$ cat src/rvc_config.svh
/* shared widths and fixed register numbers for the RV32C expander
   register constants are sized to the 5-bit register address */

`ifndef RVC_CONFIG_SVH
`define RVC_CONFIG_SVH

// full and compressed instruction widths
`define RVC_INSTR_W 32
`define RVC_CINSTR_W 16

// register address widths
`define RVC_REG_W 5
`define RVC_CREG_W 3

// fixed architectural registers
`define RVC_SP_REG 5'd2
`define RVC_RA_REG 5'd1

// upper bits that map x8..x15 for the 3-bit register fields
`define RVC_CREG_PREFIX 2'b01

// ebreak in the 32-bit encoding
`define RVC_EBREAK_WORD 32'h0010_0073

`endif

$ cat src/rvc_pkg.sv
/* vector types and RV32I major opcodes shared by the expander modules
   widths come from rvc_config.svh */

`include "rvc_config.svh"

package rvc_pkg;

  ////////////////////////////////////////
  // vector types
  ////////////////////////////////////////

  // full 32-bit instruction word
  typedef logic [`RVC_INSTR_W-1:0] instr_t;

  // 16-bit compressed instruction
  typedef logic [`RVC_CINSTR_W-1:0] cinstr_t;

  // major opcode field, bits 6:0
  typedef logic [6:0] opcode_t;

  // x0..x31 register address
  typedef logic [`RVC_REG_W-1:0] reg_addr_t;

  // compressed register field, maps to x8..x15
  typedef logic [`RVC_CREG_W-1:0] creg_t;

  ////////////////////////////////////////
  // RV32I opcodes
  ////////////////////////////////////////

  // register-immediate ALU
  localparam opcode_t OPCODE_OPIMM = 7'h13;

  // register-register ALU
  localparam opcode_t OPCODE_OP = 7'h33;

  // loads and stores
  localparam opcode_t OPCODE_LOAD = 7'h03;
  localparam opcode_t OPCODE_STORE = 7'h23;

  // upper immediate
  localparam opcode_t OPCODE_LUI = 7'h37;

  // jumps
  localparam opcode_t OPCODE_JAL = 7'h6f;
  localparam opcode_t OPCODE_JALR = 7'h67;

  // conditional branches
  localparam opcode_t OPCODE_BRANCH = 7'h63;

endpackage

$ cat src/rvc_expander.sv
/* RV32C expander with one registered stage, latency exactly one cycle
   no back-pressure, every valid output must be taken by the consumer
   data registers hold their value between valid inputs */

`timescale 1ns/1ps

`include "rvc_config.svh"

module rvc_expander (
  input  logic            clk,
  input  logic            rst_n_i,
  input  logic            instr_valid_i,
  input  rvc_pkg::instr_t instr_i,
  output logic            instr_valid_o,
  output rvc_pkg::instr_t instr_o,
  output logic            is_compressed_o,
  output logic            illegal_instr_o
);

  // low halfword feeds all three quadrant decoders
  rvc_pkg::cinstr_t cinstr;

  // per-quadrant results
  rvc_pkg::instr_t  q0_instr;
  rvc_pkg::instr_t  q1_instr;
  rvc_pkg::instr_t  q2_instr;
  logic             q0_illegal;
  logic             q1_illegal;
  logic             q2_illegal;

  // selected result ahead of the output stage
  rvc_pkg::instr_t  exp_instr;
  logic             exp_compressed;
  logic             exp_illegal;

  assign cinstr = instr_i[`RVC_CINSTR_W-1:0];

  ////////////////////////////////////////
  // quadrant decoders
  ////////////////////////////////////////

  rvc_quadrant0_decoder u_q0 (
    .cinstr_i        (cinstr),
    .instr_o         (q0_instr),
    .illegal_instr_o (q0_illegal)
  );

  rvc_quadrant1_decoder u_q1 (
    .cinstr_i        (cinstr),
    .instr_o         (q1_instr),
    .illegal_instr_o (q1_illegal)
  );

  rvc_quadrant2_decoder u_q2 (
    .cinstr_i        (cinstr),
    .instr_o         (q2_instr),
    .illegal_instr_o (q2_illegal)
  );

  // quadrant select, 11 means a full 32-bit word passes through
  always_comb begin
    exp_compressed = (instr_i[1:0] != 2'b11);
    unique case (instr_i[1:0])
      2'b00: begin
        exp_instr   = q0_instr;
        exp_illegal = q0_illegal;
      end
      2'b01: begin
        exp_instr   = q1_instr;
        exp_illegal = q1_illegal;
      end
      2'b10: begin
        exp_instr   = q2_instr;
        exp_illegal = q2_illegal;
      end
      default: begin
        exp_instr   = instr_i;
        exp_illegal = 1'b0;
      end
    endcase
  end

  ////////////////////////////////////////
  // output stage
  ////////////////////////////////////////

  // strobe follows the input one cycle later, back-to-back included
  always_ff @(posedge clk or negedge rst_n_i) begin
    if (!rst_n_i) begin
      instr_valid_o <= 1'b0;
    end else begin
      instr_valid_o <= instr_valid_i;
    end
  end

  // results load only with a valid input
  always_ff @(posedge clk or negedge rst_n_i) begin
    if (!rst_n_i) begin
      instr_o         <= '0;
      is_compressed_o <= 1'b0;
      illegal_instr_o <= 1'b0;
    end else if (instr_valid_i) begin
      instr_o         <= exp_instr;
      is_compressed_o <= exp_compressed;
      illegal_instr_o <= exp_illegal;
    end
  end

endmodule

$ cat src/rvc_quadrant0_decoder.sv
/* expands quadrant 0 halfwords, purely combinational
   only c.addi4spn, c.lw and c.sw are legal; float and Zc slots flag illegal
   instr_o is a don't-care whenever illegal_instr_o is set */

`timescale 1ns/1ps

`include "rvc_config.svh"

module rvc_quadrant0_decoder (
  input  rvc_pkg::cinstr_t cinstr_i,
  output rvc_pkg::instr_t  instr_o,
  output logic             illegal_instr_o
);

  // compressed register fields
  rvc_pkg::creg_t     rd_c;
  rvc_pkg::creg_t     rs1_c;
  // mapped onto x8..x15
  rvc_pkg::reg_addr_t rd_p;
  rvc_pkg::reg_addr_t rs1_p;
  // load form, also the filler for reserved slots
  rvc_pkg::instr_t    lw_instr;

  assign rd_c  = cinstr_i[4:2];
  assign rs1_c = cinstr_i[9:7];
  assign rd_p  = {`RVC_CREG_PREFIX, rd_c};
  assign rs1_p = {`RVC_CREG_PREFIX, rs1_c};

  // lw rd', uimm(rs1'), uimm = {c[5], c[12:10], c[6], 00}
  assign lw_instr = {5'b0, cinstr_i[5], cinstr_i[12:10], cinstr_i[6], 2'b00,
                     rs1_p, 3'b010, rd_p, rvc_pkg::OPCODE_LOAD};

  always_comb begin
    illegal_instr_o = 1'b0;
    instr_o         = lw_instr;

    unique case (cinstr_i[15:13])
      3'b000: begin
        // c.addi4spn -> addi rd', x2, nzuimm
        instr_o = {2'b0, cinstr_i[10:7], cinstr_i[12:11], cinstr_i[5], cinstr_i[6],
                   2'b00, `RVC_SP_REG, 3'b000, rd_p, rvc_pkg::OPCODE_OPIMM};
        // all-zero immediate is reserved, covers the all-zero halfword
        if (cinstr_i[12:5] == 8'b0) begin
          illegal_instr_o = 1'b1;
        end
      end

      3'b010: begin
        // c.lw, the default already holds the expansion
        instr_o = lw_instr;
      end

      3'b110: begin
        // c.sw -> sw rs2', uimm(rs1')
        instr_o = {5'b0, cinstr_i[5], cinstr_i[12], rd_p, rs1_p, 3'b010,
                   cinstr_i[11:10], cinstr_i[6], 2'b00, rvc_pkg::OPCODE_STORE};
      end

      default: begin
        // 001 c.fld / Zc loads, 011 c.flw, 100 Zc byte/half ops
        // 101 c.fsd / Zc stores, 111 c.fsw
        illegal_instr_o = 1'b1;
      end
    endcase
  end

endmodule

$ cat src/rvc_quadrant1_decoder.sv
/* expands quadrant 1 halfwords, purely combinational
   hints expand like their base forms; subw/addw and the Zc group flag illegal
   instr_o is a don't-care whenever illegal_instr_o is set */

`timescale 1ns/1ps

`include "rvc_config.svh"

module rvc_quadrant1_decoder (
  input  rvc_pkg::cinstr_t cinstr_i,
  output rvc_pkg::instr_t  instr_o,
  output logic             illegal_instr_o
);

  // full register field at [11:7]
  rvc_pkg::reg_addr_t rd;
  // compressed fields, rs1'/rd' at [9:7], rs2' at [4:2]
  rvc_pkg::creg_t     rs1_c;
  rvc_pkg::creg_t     rs2_c;
  rvc_pkg::reg_addr_t rs1_p;
  rvc_pkg::reg_addr_t rs2_p;
  // c.jal links into ra, c.j into x0
  rvc_pkg::reg_addr_t jal_rd;
  // sign-extended 6-bit immediate, shared by addi/li/andi
  logic [11:0]        imm6;
  // register-register form with funct7/funct3 slots open
  rvc_pkg::instr_t    op_instr;

  assign rd     = cinstr_i[11:7];
  assign rs1_c  = cinstr_i[9:7];
  assign rs2_c  = cinstr_i[4:2];
  assign rs1_p  = {`RVC_CREG_PREFIX, rs1_c};
  assign rs2_p  = {`RVC_CREG_PREFIX, rs2_c};
  assign jal_rd = cinstr_i[15] ? 5'd0 : `RVC_RA_REG;
  assign imm6   = {{7{cinstr_i[12]}}, cinstr_i[6:2]};

  // and rd', rd', rs2' also fills the reserved arithmetic slots
  assign op_instr = {7'b0, rs2_p, rs1_p, 3'b111, rs1_p, rvc_pkg::OPCODE_OP};

  always_comb begin
    illegal_instr_o = 1'b0;
    instr_o         = op_instr;

    unique case (cinstr_i[15:13])
      3'b000: begin
        // c.addi -> addi rd, rd, imm, also c.nop
        instr_o = {imm6, rd, 3'b000, rd, rvc_pkg::OPCODE_OPIMM};
      end

      3'b001, 3'b101: begin
        // c.jal / c.j -> jal ra/x0, offset
        // jal layout is imm[20|10:1|11|19:12]
        instr_o = {cinstr_i[12], cinstr_i[8], cinstr_i[10:9], cinstr_i[6],
                   cinstr_i[7], cinstr_i[2], cinstr_i[11], cinstr_i[5:3],
                   {9{cinstr_i[12]}}, jal_rd, rvc_pkg::OPCODE_JAL};
      end

      3'b010: begin
        // c.li -> addi rd, x0, imm, rd zero is a hint
        instr_o = {imm6, 5'd0, 3'b000, rd, rvc_pkg::OPCODE_OPIMM};
      end

      3'b011: begin
        if (rd == `RVC_SP_REG) begin
          // c.addi16sp -> addi x2, x2, nzimm, imm scaled by 16
          instr_o = {{3{cinstr_i[12]}}, cinstr_i[4:3], cinstr_i[5], cinstr_i[2],
                     cinstr_i[6], 4'b0, `RVC_SP_REG, 3'b000, `RVC_SP_REG,
                     rvc_pkg::OPCODE_OPIMM};
        end else begin
          // c.lui -> lui rd, nzimm, rd zero is a hint
          instr_o = {{15{cinstr_i[12]}}, cinstr_i[6:2], rd, rvc_pkg::OPCODE_LUI};
        end
        // zero immediate reserved for both forms
        if ({cinstr_i[12], cinstr_i[6:2]} == 6'b0) begin
          illegal_instr_o = 1'b1;
        end
      end

      3'b100: begin
        unique case (cinstr_i[11:10])
          2'b00, 2'b01: begin
            // c.srli / c.srai -> srli/srai rd', rd', shamt
            // bit 10 picks the arithmetic shift via funct7[5]
            instr_o = {1'b0, cinstr_i[10], 5'b0, cinstr_i[6:2], rs1_p, 3'b101,
                       rs1_p, rvc_pkg::OPCODE_OPIMM};
            // shamt[5] set has no RV32 meaning
            if (cinstr_i[12]) begin
              illegal_instr_o = 1'b1;
            end
          end

          2'b10: begin
            // c.andi -> andi rd', rd', imm
            instr_o = {imm6, rs1_p, 3'b111, rs1_p, rvc_pkg::OPCODE_OPIMM};
          end

          default: begin
            unique case ({cinstr_i[12], cinstr_i[6:5]})
              // c.sub -> sub rd', rd', rs2'
              3'b000: instr_o = {7'b0100000, rs2_p, rs1_p, 3'b000, rs1_p,
                                 rvc_pkg::OPCODE_OP};
              // c.xor
              3'b001: instr_o = {7'b0, rs2_p, rs1_p, 3'b100, rs1_p, rvc_pkg::OPCODE_OP};
              // c.or
              3'b010: instr_o = {7'b0, rs2_p, rs1_p, 3'b110, rs1_p, rvc_pkg::OPCODE_OP};
              // c.and
              3'b011: instr_o = op_instr;
              default: begin
                // 100 c.subw, 101 c.addw, 11x c.mul and Zc unary ops
                illegal_instr_o = 1'b1;
              end
            endcase
          end
        endcase
      end

      default: begin
        // c.beqz / c.bnez -> beq/bne rs1', x0, offset
        // funct3 lsb comes straight from bit 13
        instr_o = {{4{cinstr_i[12]}}, cinstr_i[6:5], cinstr_i[2], 5'd0, rs1_p,
                   2'b00, cinstr_i[13], cinstr_i[11:10], cinstr_i[4:3],
                   cinstr_i[12], rvc_pkg::OPCODE_BRANCH};
      end
    endcase
  end

endmodule

$ cat src/rvc_quadrant2_decoder.sv
/* expands quadrant 2 halfwords, purely combinational
   float and Zc slots flag illegal; instr_o is a don't-care when illegal */

`timescale 1ns/1ps

`include "rvc_config.svh"

module rvc_quadrant2_decoder (
  input  rvc_pkg::cinstr_t cinstr_i,
  output rvc_pkg::instr_t  instr_o,
  output logic             illegal_instr_o
);

  // rd / rs1 at [11:7], rs2 at [6:2], both full width here
  rvc_pkg::reg_addr_t rd;
  rvc_pkg::reg_addr_t rs2;
  // lwsp form, also the filler for reserved slots
  rvc_pkg::instr_t    lwsp_instr;

  assign rd  = cinstr_i[11:7];
  assign rs2 = cinstr_i[6:2];

  // lw rd, uimm(x2), uimm = {c[3:2], c[12], c[6:4], 00}
  assign lwsp_instr = {4'b0, cinstr_i[3:2], cinstr_i[12], cinstr_i[6:4], 2'b00,
                       `RVC_SP_REG, 3'b010, rd, rvc_pkg::OPCODE_LOAD};

  always_comb begin
    illegal_instr_o = 1'b0;
    instr_o         = lwsp_instr;

    unique case (cinstr_i[15:13])
      3'b000: begin
        // c.slli -> slli rd, rd, shamt, rd or shamt zero is a hint
        instr_o = {7'b0, rs2, rd, 3'b001, rd, rvc_pkg::OPCODE_OPIMM};
        // shamt[5] set has no RV32 meaning
        if (cinstr_i[12]) begin
          illegal_instr_o = 1'b1;
        end
      end

      3'b010: begin
        // c.lwsp, rd zero reserved
        instr_o = lwsp_instr;
        if (rd == 5'd0) begin
          illegal_instr_o = 1'b1;
        end
      end

      3'b100: begin
        if (rs2 == 5'd0) begin
          if (!cinstr_i[12]) begin
            // c.jr -> jalr x0, 0(rs1)
            instr_o = {12'b0, rd, 3'b000, 5'd0, rvc_pkg::OPCODE_JALR};
            // rs1 zero reserved
            if (rd == 5'd0) begin
              illegal_instr_o = 1'b1;
            end
          end else if (rd == 5'd0) begin
            // c.ebreak
            instr_o = `RVC_EBREAK_WORD;
          end else begin
            // c.jalr -> jalr ra, 0(rs1)
            instr_o = {12'b0, rd, 3'b000, `RVC_RA_REG, rvc_pkg::OPCODE_JALR};
          end
        end else begin
          // c.mv -> add rd, x0, rs2
          // c.add -> add rd, rd, rs2
          // bit 12 selects whether rd is also the first source
          // rd zero is a hint in both
          instr_o = {7'b0, rs2, (cinstr_i[12] ? rd : 5'd0), 3'b000, rd,
                     rvc_pkg::OPCODE_OP};
        end
      end

      3'b110: begin
        // c.swsp -> sw rs2, uimm(x2), uimm = {c[8:7], c[12:9], 00}
        instr_o = {4'b0, cinstr_i[8:7], cinstr_i[12], rs2, `RVC_SP_REG, 3'b010,
                   cinstr_i[11:9], 2'b00, rvc_pkg::OPCODE_STORE};
      end

      default: begin
        // 001 c.fldsp / Zc, 011 c.flwsp, 101 c.fsdsp, 111 c.fswsp
        illegal_instr_o = 1'b1;
      end
    endcase
  end

endmodule

$ cat config.mk
export PLATFORM = sky130hd
export DESIGN_NAME = rvc_expander
export DESIGN_NICKNAME = d
export VERILOG_FILES = /design/src/rvc_pkg.sv /design/src/rvc_expander.sv /design/src/rvc_quadrant0_decoder.sv /design/src/rvc_quadrant1_decoder.sv /design/src/rvc_quadrant2_decoder.sv
export VERILOG_INCLUDE_DIRS = /design/src
export SDC_FILE = /design/constraint.sdc
export NUM_CORES = 1
export LEC_CHECK = 0
export BUFFER_PORTS_ARGS = -buffer_cell sky130_fd_sc_hd__buf_2
export CORE_ASPECT_RATIO = 0.5
export CORE_MARGIN = 2
export CORE_UTILIZATION = 53
export DETAILED_ROUTE_END_ITERATION = 8
export PLACE_DENSITY = 0.82
export SYNTH_ARGS = -nofsm -noshare
export SYNTH_HDL_FRONTEND = slang
export SYNTH_HIERARCHICAL = 1
export SYNTH_SLANG_ARGS = --single-unit
$ cat constraint.sdc
create_clock -name clk -period 1.5 [get_ports clk]
set_clock_uncertainty 0.05 [all_clocks]
set_input_delay 0.225 -clock clk [delete_from_list [all_inputs] [get_ports clk]]
set_output_delay 0.225 -clock clk [all_outputs]
set_load 0.01 [all_outputs]
==> flow_summary.json, run 1 <==
{
  "status": "complete, but fails checks",
  "violations": "setup timing",
  "leakage_nw": 2.36,
  "crit_required_ns": 1.68,
  "finalSetupViolCount": 13,
  "hp-class": "input port to flip-flop",
  "critPathArrivalTime_ns": 1.87,
  "path_depth": 7,
  "final_net_count": 574,
  "power.share.clock_pct": 31.5,
  "p_switching_mw": 1.23,
  "antenna_found_initial": 0,
  "rr_worst_depth": 2,
  "wire_per_inst_um": 20.4,
  "crit_type": "input port to flip-flop",
  "cts_tree": "built",
  "die_area_um2": 7870,
  "num_rows": 21,
  "drtIter0Drc": 352,
  "cts_buffer_depth": 2,
  "drcViolationCount": 0,
  "crit_top_cell": "or4_4",
  "max_freq_ghz": 0.591,
  "n_fill_cell": 514,
  "clk_pin_slew_ns": 0.06,
  "antenna_cells": 0,
  "cp-endpoint": "illegal_instr_o",
  "routed-wl-met3_um": 1280,
  "drive_above_1_share_pct": 45.9,
  "wl_met2_um": 5580,
  "clk_latency_ns": 0.29,
  "initial_core_util_pct": 55.6,
  "io_pins": 70,
  "intPower_mw": 2.39,
  "portBuffers": 69,
  "path_buf_inv": 1,
  "max_cap_viol_count": 0,
  "root_buffer": "clkbuf_16",
  "pwr-share-seq_pct": 31.1,
  "worst-r2r-setup-slack_ns": 0.72,
  "track_usage_pct": 33.6,
  "hold_path_startpoint": "instr_i[28]",
  "synth_area_um2": 3780,
  "worst_slack_ns": -0.191,
  "swShare_pct": 34.0,
  "h-tree-depth": 2,
  "pwr-share-comb_pct": 37.4,
  "cp-start-kind": "input port",
  "seq_area_frac_synth_pct": 23.2,
  "design_area_um2": 5070,
  "synth_seq_cells": 35,
  "hpwl_um": 9420,
  "vias": 3777,
  "ys_types": 60,
  "final_cell_mix": "80 x buf_4, 62 x buf_2, 59 x mux2i_1",
  "dpl_cell_area_um2": 4630,
  "p_total_mw": 3.61,
  "dr.pass1.iters": 5,
  "syn_avg_cell_area_um2": 9.16,
  "crit_fanout": 2,
  "hold_depth": 3,
  "grt-ovfl-total": 0,
  "synthArstFlopShare_pct": 100,
  "worstReg2RegEnd": "instr_o[2]",
  "synthCells": 413,
  "slowest_stage": "or4_4",
  "startpoint": "instr_i[5]",
  "end_kind": "flip-flop",
  "path_cells": "buf_6 -> or4_4 -> or4_4 -> o221ai_2 -> mux2i_1 -> o221ai_1 -> o21a_1",
  "synth_edf_count": 0,
  "ir_drop_mv": 0.487,
  "grt_pass1_wl_um": 19700,
  "gp_congestion": 1.04,
  "dr.max_layer_used": "met4",
  "r2r_start": "instr_o[2]",
  "slew_violations": 0,
  "die_w_um": 123,
  "area_delta_synth_final_pct": 34.0,
  "rsz0062_at_grt": "true",
  "whs_ns": 0.185,
  "core_um2": 6810,
  "die_h_um": 63.7,
  "finalCriticalPeriod_ns": 1.69,
  "yosys_warnings": 6,
  "synth-main-ff-cell": "dfrtp_1",
  "grt_pass1_vias": 3608,
  "path_delay_family": "simple AND/OR/NAND/NOR gates",
  "routed_wl_um": 12900,
  "cts_buffers": 5,
  "cts.sinks": 35,
  "vias_per_cell": 5.98,
  "ant_nets": 0,
  "wl_met1_um": 5900,
  "slowest_delay_ns": 0.53,
  "hold_viol_final": 0,
  "final_common_cell": "buf_4",
  "grt_max_degree": 21,
  "min_period_over_period_pct": 113,
  "power_density_nw_per_um2": 713
}
## cell usage after synthesis, drive strengths merged, types with 5 or more instances
library cell  count  area, um2
buf              42        329
nor3              6       46.3
and2             14       91.3
inv              16       60.1
nor3b             6       45.0
or2               5       33.8
mux2i            63        631
a31oi             7       43.8
dfrtp            35        876
o21ai            16       80.1
nor2             15       56.3
nand2            26       97.6
mux2              6       78.8
o221ai           36        503
nand3             8       40.0
nor2b            10       62.6
a21oi            10       50.1
nand2b           35        219
clkbuf           11       45.1
conb              5       18.8
## repair_timing
item / CTS / global route
endpoints found under the setup margin: 17 / 24
setup buffers: 2 / 2
pin swaps: 10 / 16
hold buffers: 1 / 0
cloned: 0 / 0
hold endpoints to repair: 13 / 0
gates resized for setup: 14 / 34
## power by group through the flow
stage               combinational (mW)  sequential [mW]  clock [mW]
detailed placement                1.25             1.14           0
global route                      1.45             1.14        1.19
floorplan                        0.690             1.19           0
finish                            1.35             1.12        1.14
CTS                               1.28             1.12        1.15
global placement                  1.23             1.13           0
## state kept, by name, indices dropped and copies added, names as in the netlist
name and flops:
instr_o 32, illegal_instr_o 1, instr_valid_o 1, is_compressed_o 1
## tightest hold or removal path, stage by stage
cell	delay, ns
buf_2	0.08
mux2i_1	0.07
o221ai_2	0.12
## metal layers
metal	vias to the layer above	global-route usage (%)
met1	1816	46.9
li1	1732	-
met2	219	50.3
met5	-	0
met3	10	9.87
met4	0	8.95
## kinds of logic after synthesis
group,synth area share (%)
AO/OA/AOI/OAI,24.1
AND/OR/NAND/NOR,22.0
multiplexers,18.8
other,0.496
buffers and inverters,11.5
flip-flops,23.2
## metrics by stage
stage	setup slack [ns]	cells	util [%]	setup TNS (ns)
after detailed placement	-0.567	620	68.1	-9.93
after CTS	-0.190	631	71.9	-1.04
after floorplan	-0.387	428	-	-1.26
after global placement	-0.518	620	68.1	-9.07
final	-0.191	632	74.5	-1.04
after global routing	-0.245	632	74.5	-1.62
## how the worst min path moves through the flow
stage | end | slack [ns]
2_1_floorplan | illegal_instr_o | -0.12
3_3_place_gp | instr_o[12] | 0.11
3_5_place_dp | instr_o[12] | 0.13
4_1_cts | is_compressed_o | 0.18
5_1_grt | is_compressed_o | 0.21
6_report | instr_o[28] | 0.18
## cell type report
| class | instances | area, um2 | area share (%) |
|---|---|---|---|
| Multi-Input combinational cell | 324 | 2730 | 53.8 |
| Inverter | 16 | 60.1 | 1.19 |
| Tap cell | 92 | 115 | 2.27 |
| Clock buffer | 7 | 153 | 3.01 |
| Timing Repair Buffer | 157 | 1130 | 22.3 |
| Clock inverter | 1 | 7.51 | 0.148 |
| Sequential cell | 35 | 876 | 17.3 |
Note: power is estimated with default switching activity, not from simulation.
==> run 2, diff against run 1 <==
Settings changed: CTS_BUF_LIST set to sky130_fd_sc_hd__clkbuf_16.
==> run 2 against run 1 <==
Net effect: worst hold slack about the same; the run still ends with setup timing left; non-clock buffer count unchanged; total power shrank 2.9%; largest power group unchanged; routed wire length is essentially flat; count of clock-buffer cells in the layout shrank 2; cell count did not move; combinational power hardly changed; die area unchanged; utilization decreased by 0.29 points; clock power down 9.6%.
==> flow_summary.json, run 2 (synthesis gave the netlist of run 1 again) <==
{
  "status": "complete, but fails checks",
  "violations": "setup timing",
  "antenna_cells": 0,
  "ir_drop_mv": 0.490,
  "track_usage_pct": 33.6,
  "drtIter0Drc": 387,
  "root_buffer": "clkbuf_16",
  "vias": 3792,
  "tns_ns": -1.08,
  "swShare_pct": 34.9,
  "clk_pin_slew_ns": 0.06,
  "drive_above_1_share_pct": 45.6,
  "pwr-share-seq_pct": 32.0,
  "hpwl_um": 9420,
  "grt_pass1_wl_um": 19700,
  "ant_nets": 0,
  "hp-class": "input port to flip-flop",
  "leakage_nw": 2.35,
  "clk_latency_ns": 0.29,
  "path_cells": "buf_6 -> or4_4 -> or4_4 -> o221ai_2 -> mux2i_1 -> o221ai_1 -> o21a_1",
  "die_h_um": 63.7,
  "vias_per_cell": 6.00,
  "antenna_found_initial": 0,
  "routed_wl_um": 12900,
  "crit_type": "input port to flip-flop",
  "final_common_cell": "buf_4",
  "crit_top_cell": "or4_4",
  "area_delta_synth_final_pct": 33.5,
  "cts.sinks": 35,
  "regMostFlops": "instr_o",
  "num_rows": 21,
  "final_core_util_pct": 74.2,
  "grt_pass1_vias": 3594,
  "h-tree-depth": 2,
  "worst_slack_ns": -0.192,
  "rr_worst_depth": 2,
  "slowest_delay_ns": 0.53,
  "crit_fanout": 2,
  "power.share.clock_pct": 29.4,
  "max_cap_viol_count": 0,
  "gp_congestion": 1.04,
  "final_cell_mix": "80 x buf_4, 62 x buf_2, 59 x mux2i_1",
  "cts_buffers": 5,
  "cp-start-kind": "input port",
  "portBuffers": 69,
  "intPower_mw": 2.28,
  "cts_tree": "built",
  "drcViolationCount": 0,
  "slew_violations": 0,
  "final_cells": 632,
  "max_freq_ghz": 0.591,
  "whs_ns": 0.184,
  "slowest_stage": "or4_4",
  "finalCriticalPeriod_ns": 1.69,
  "grt-ovfl-total": 0,
  "largest_register_ffs": 32,
  "finalSetupViolCount": 12,
  "p_switching_mw": 1.22,
  "dr.pass1.iters": 7,
  "n_fill_cell": 519,
  "io_pins": 70,
  "place_inst": 620,
  "wire_per_inst_um": 20.4,
  "initial_core_util_pct": 55.6,
  "hold_viol_final": 0,
  "rsz0062_at_grt": "true",
  "power_density_nw_per_um2": 695,
  "crit_required_ns": 1.68,
  "min_period_over_period_pct": 113,
  "grt_max_degree": 21,
  "die_area_um2": 7870,
  "hold_depth": 3,
  "die_w_um": 123,
  "pwr-share-comb_pct": 38.6,
  "final_net_count": 574,
  "place_ws_ns": -0.567,
  "end_kind": "flip-flop",
  "core_um2": 6810,
  "cts_buffer_depth": 2,
  "critPathArrivalTime_ns": 1.87
}
[run 2: final cells by class]
| type | instances | area (um2) | share of cell area, % |
|---|---|---|---|
| tap | 92 | 115 | 2.28 |
| sequential | 35 | 876 | 17.4 |
| clock buffer | 5 | 125 | 2.48 |
| multi-input combinational | 324 | 2730 | 54.0 |
| inverter | 16 | 60.1 | 1.19 |
| timing repair buffer | 157 | 1130 | 22.4 |
| clock inverter | 3 | 15.0 | 0.297 |
[run 2: layer usage]
metal	global-route usage [%]	up-vias	part of all wire (%)
met5	0	-	0
met4	8.95	0	1.3
met3	9.33	16	9.5
met2	49.8	222	43
met1	47.7	1816	46
li1	-	1738	-
[run 2: worst paths after layout]
kind | start | end | slack (ns)
max | instr_i[5] | illegal_instr_o | -0.19
max in group asynchronous | rst_n_i | instr_o[27] | 0.59
min | instr_i[28] | instr_o[28] | 0.18
min reg2reg | instr_o[16] | instr_o[16] | 0.44
min in group asynchronous | rst_n_i | instr_o[12] | 0.36
max reg2reg | instr_o[2] | instr_o[2] | 0.72
[run 2: metrics by stage]
| stage | total power, mW | cell area (um2) |
|---|---|---|
| finish | 3.51 | 5050 |
| global route | 3.67 | 5050 |
| CTS | 3.45 | 4870 |
| detailed placement | 2.39 | 4630 |
| global placement | 2.36 | 4630 |
| floorplan | 1.88 | 3850 |
[run 2: power groups by stage]
stage / Combinational [mW] / Clock (mW) / Sequential [mW]
after CTS: 1.28 / 1.05 / 1.12
after global placement: 1.23 / 0 / 1.13
after floorplan: 0.690 / 0 / 1.19
after global routing: 1.45 / 1.09 / 1.14
final: 1.35 / 1.03 / 1.12
after detailed placement: 1.25 / 0 / 1.14
[run 2: critical path: cells and delay by family]
family                 cells  cell delay, ns
AND/OR/NAND/NOR            2            0.95
AO/OA/AOI/OAI              3            0.48
multiplexers               1            0.12
buffers and inverters      1            0.09
[run 2: repair_timing]
action                                 in CTS  in global routing
setup endpoints to repair                  17                 24
buffers inserted                            2                  2
hold buffers                                1                  0
gates resized for setup                    14                 34
pin swaps                                  10                 16
endpoints found under the hold margin      13                  0
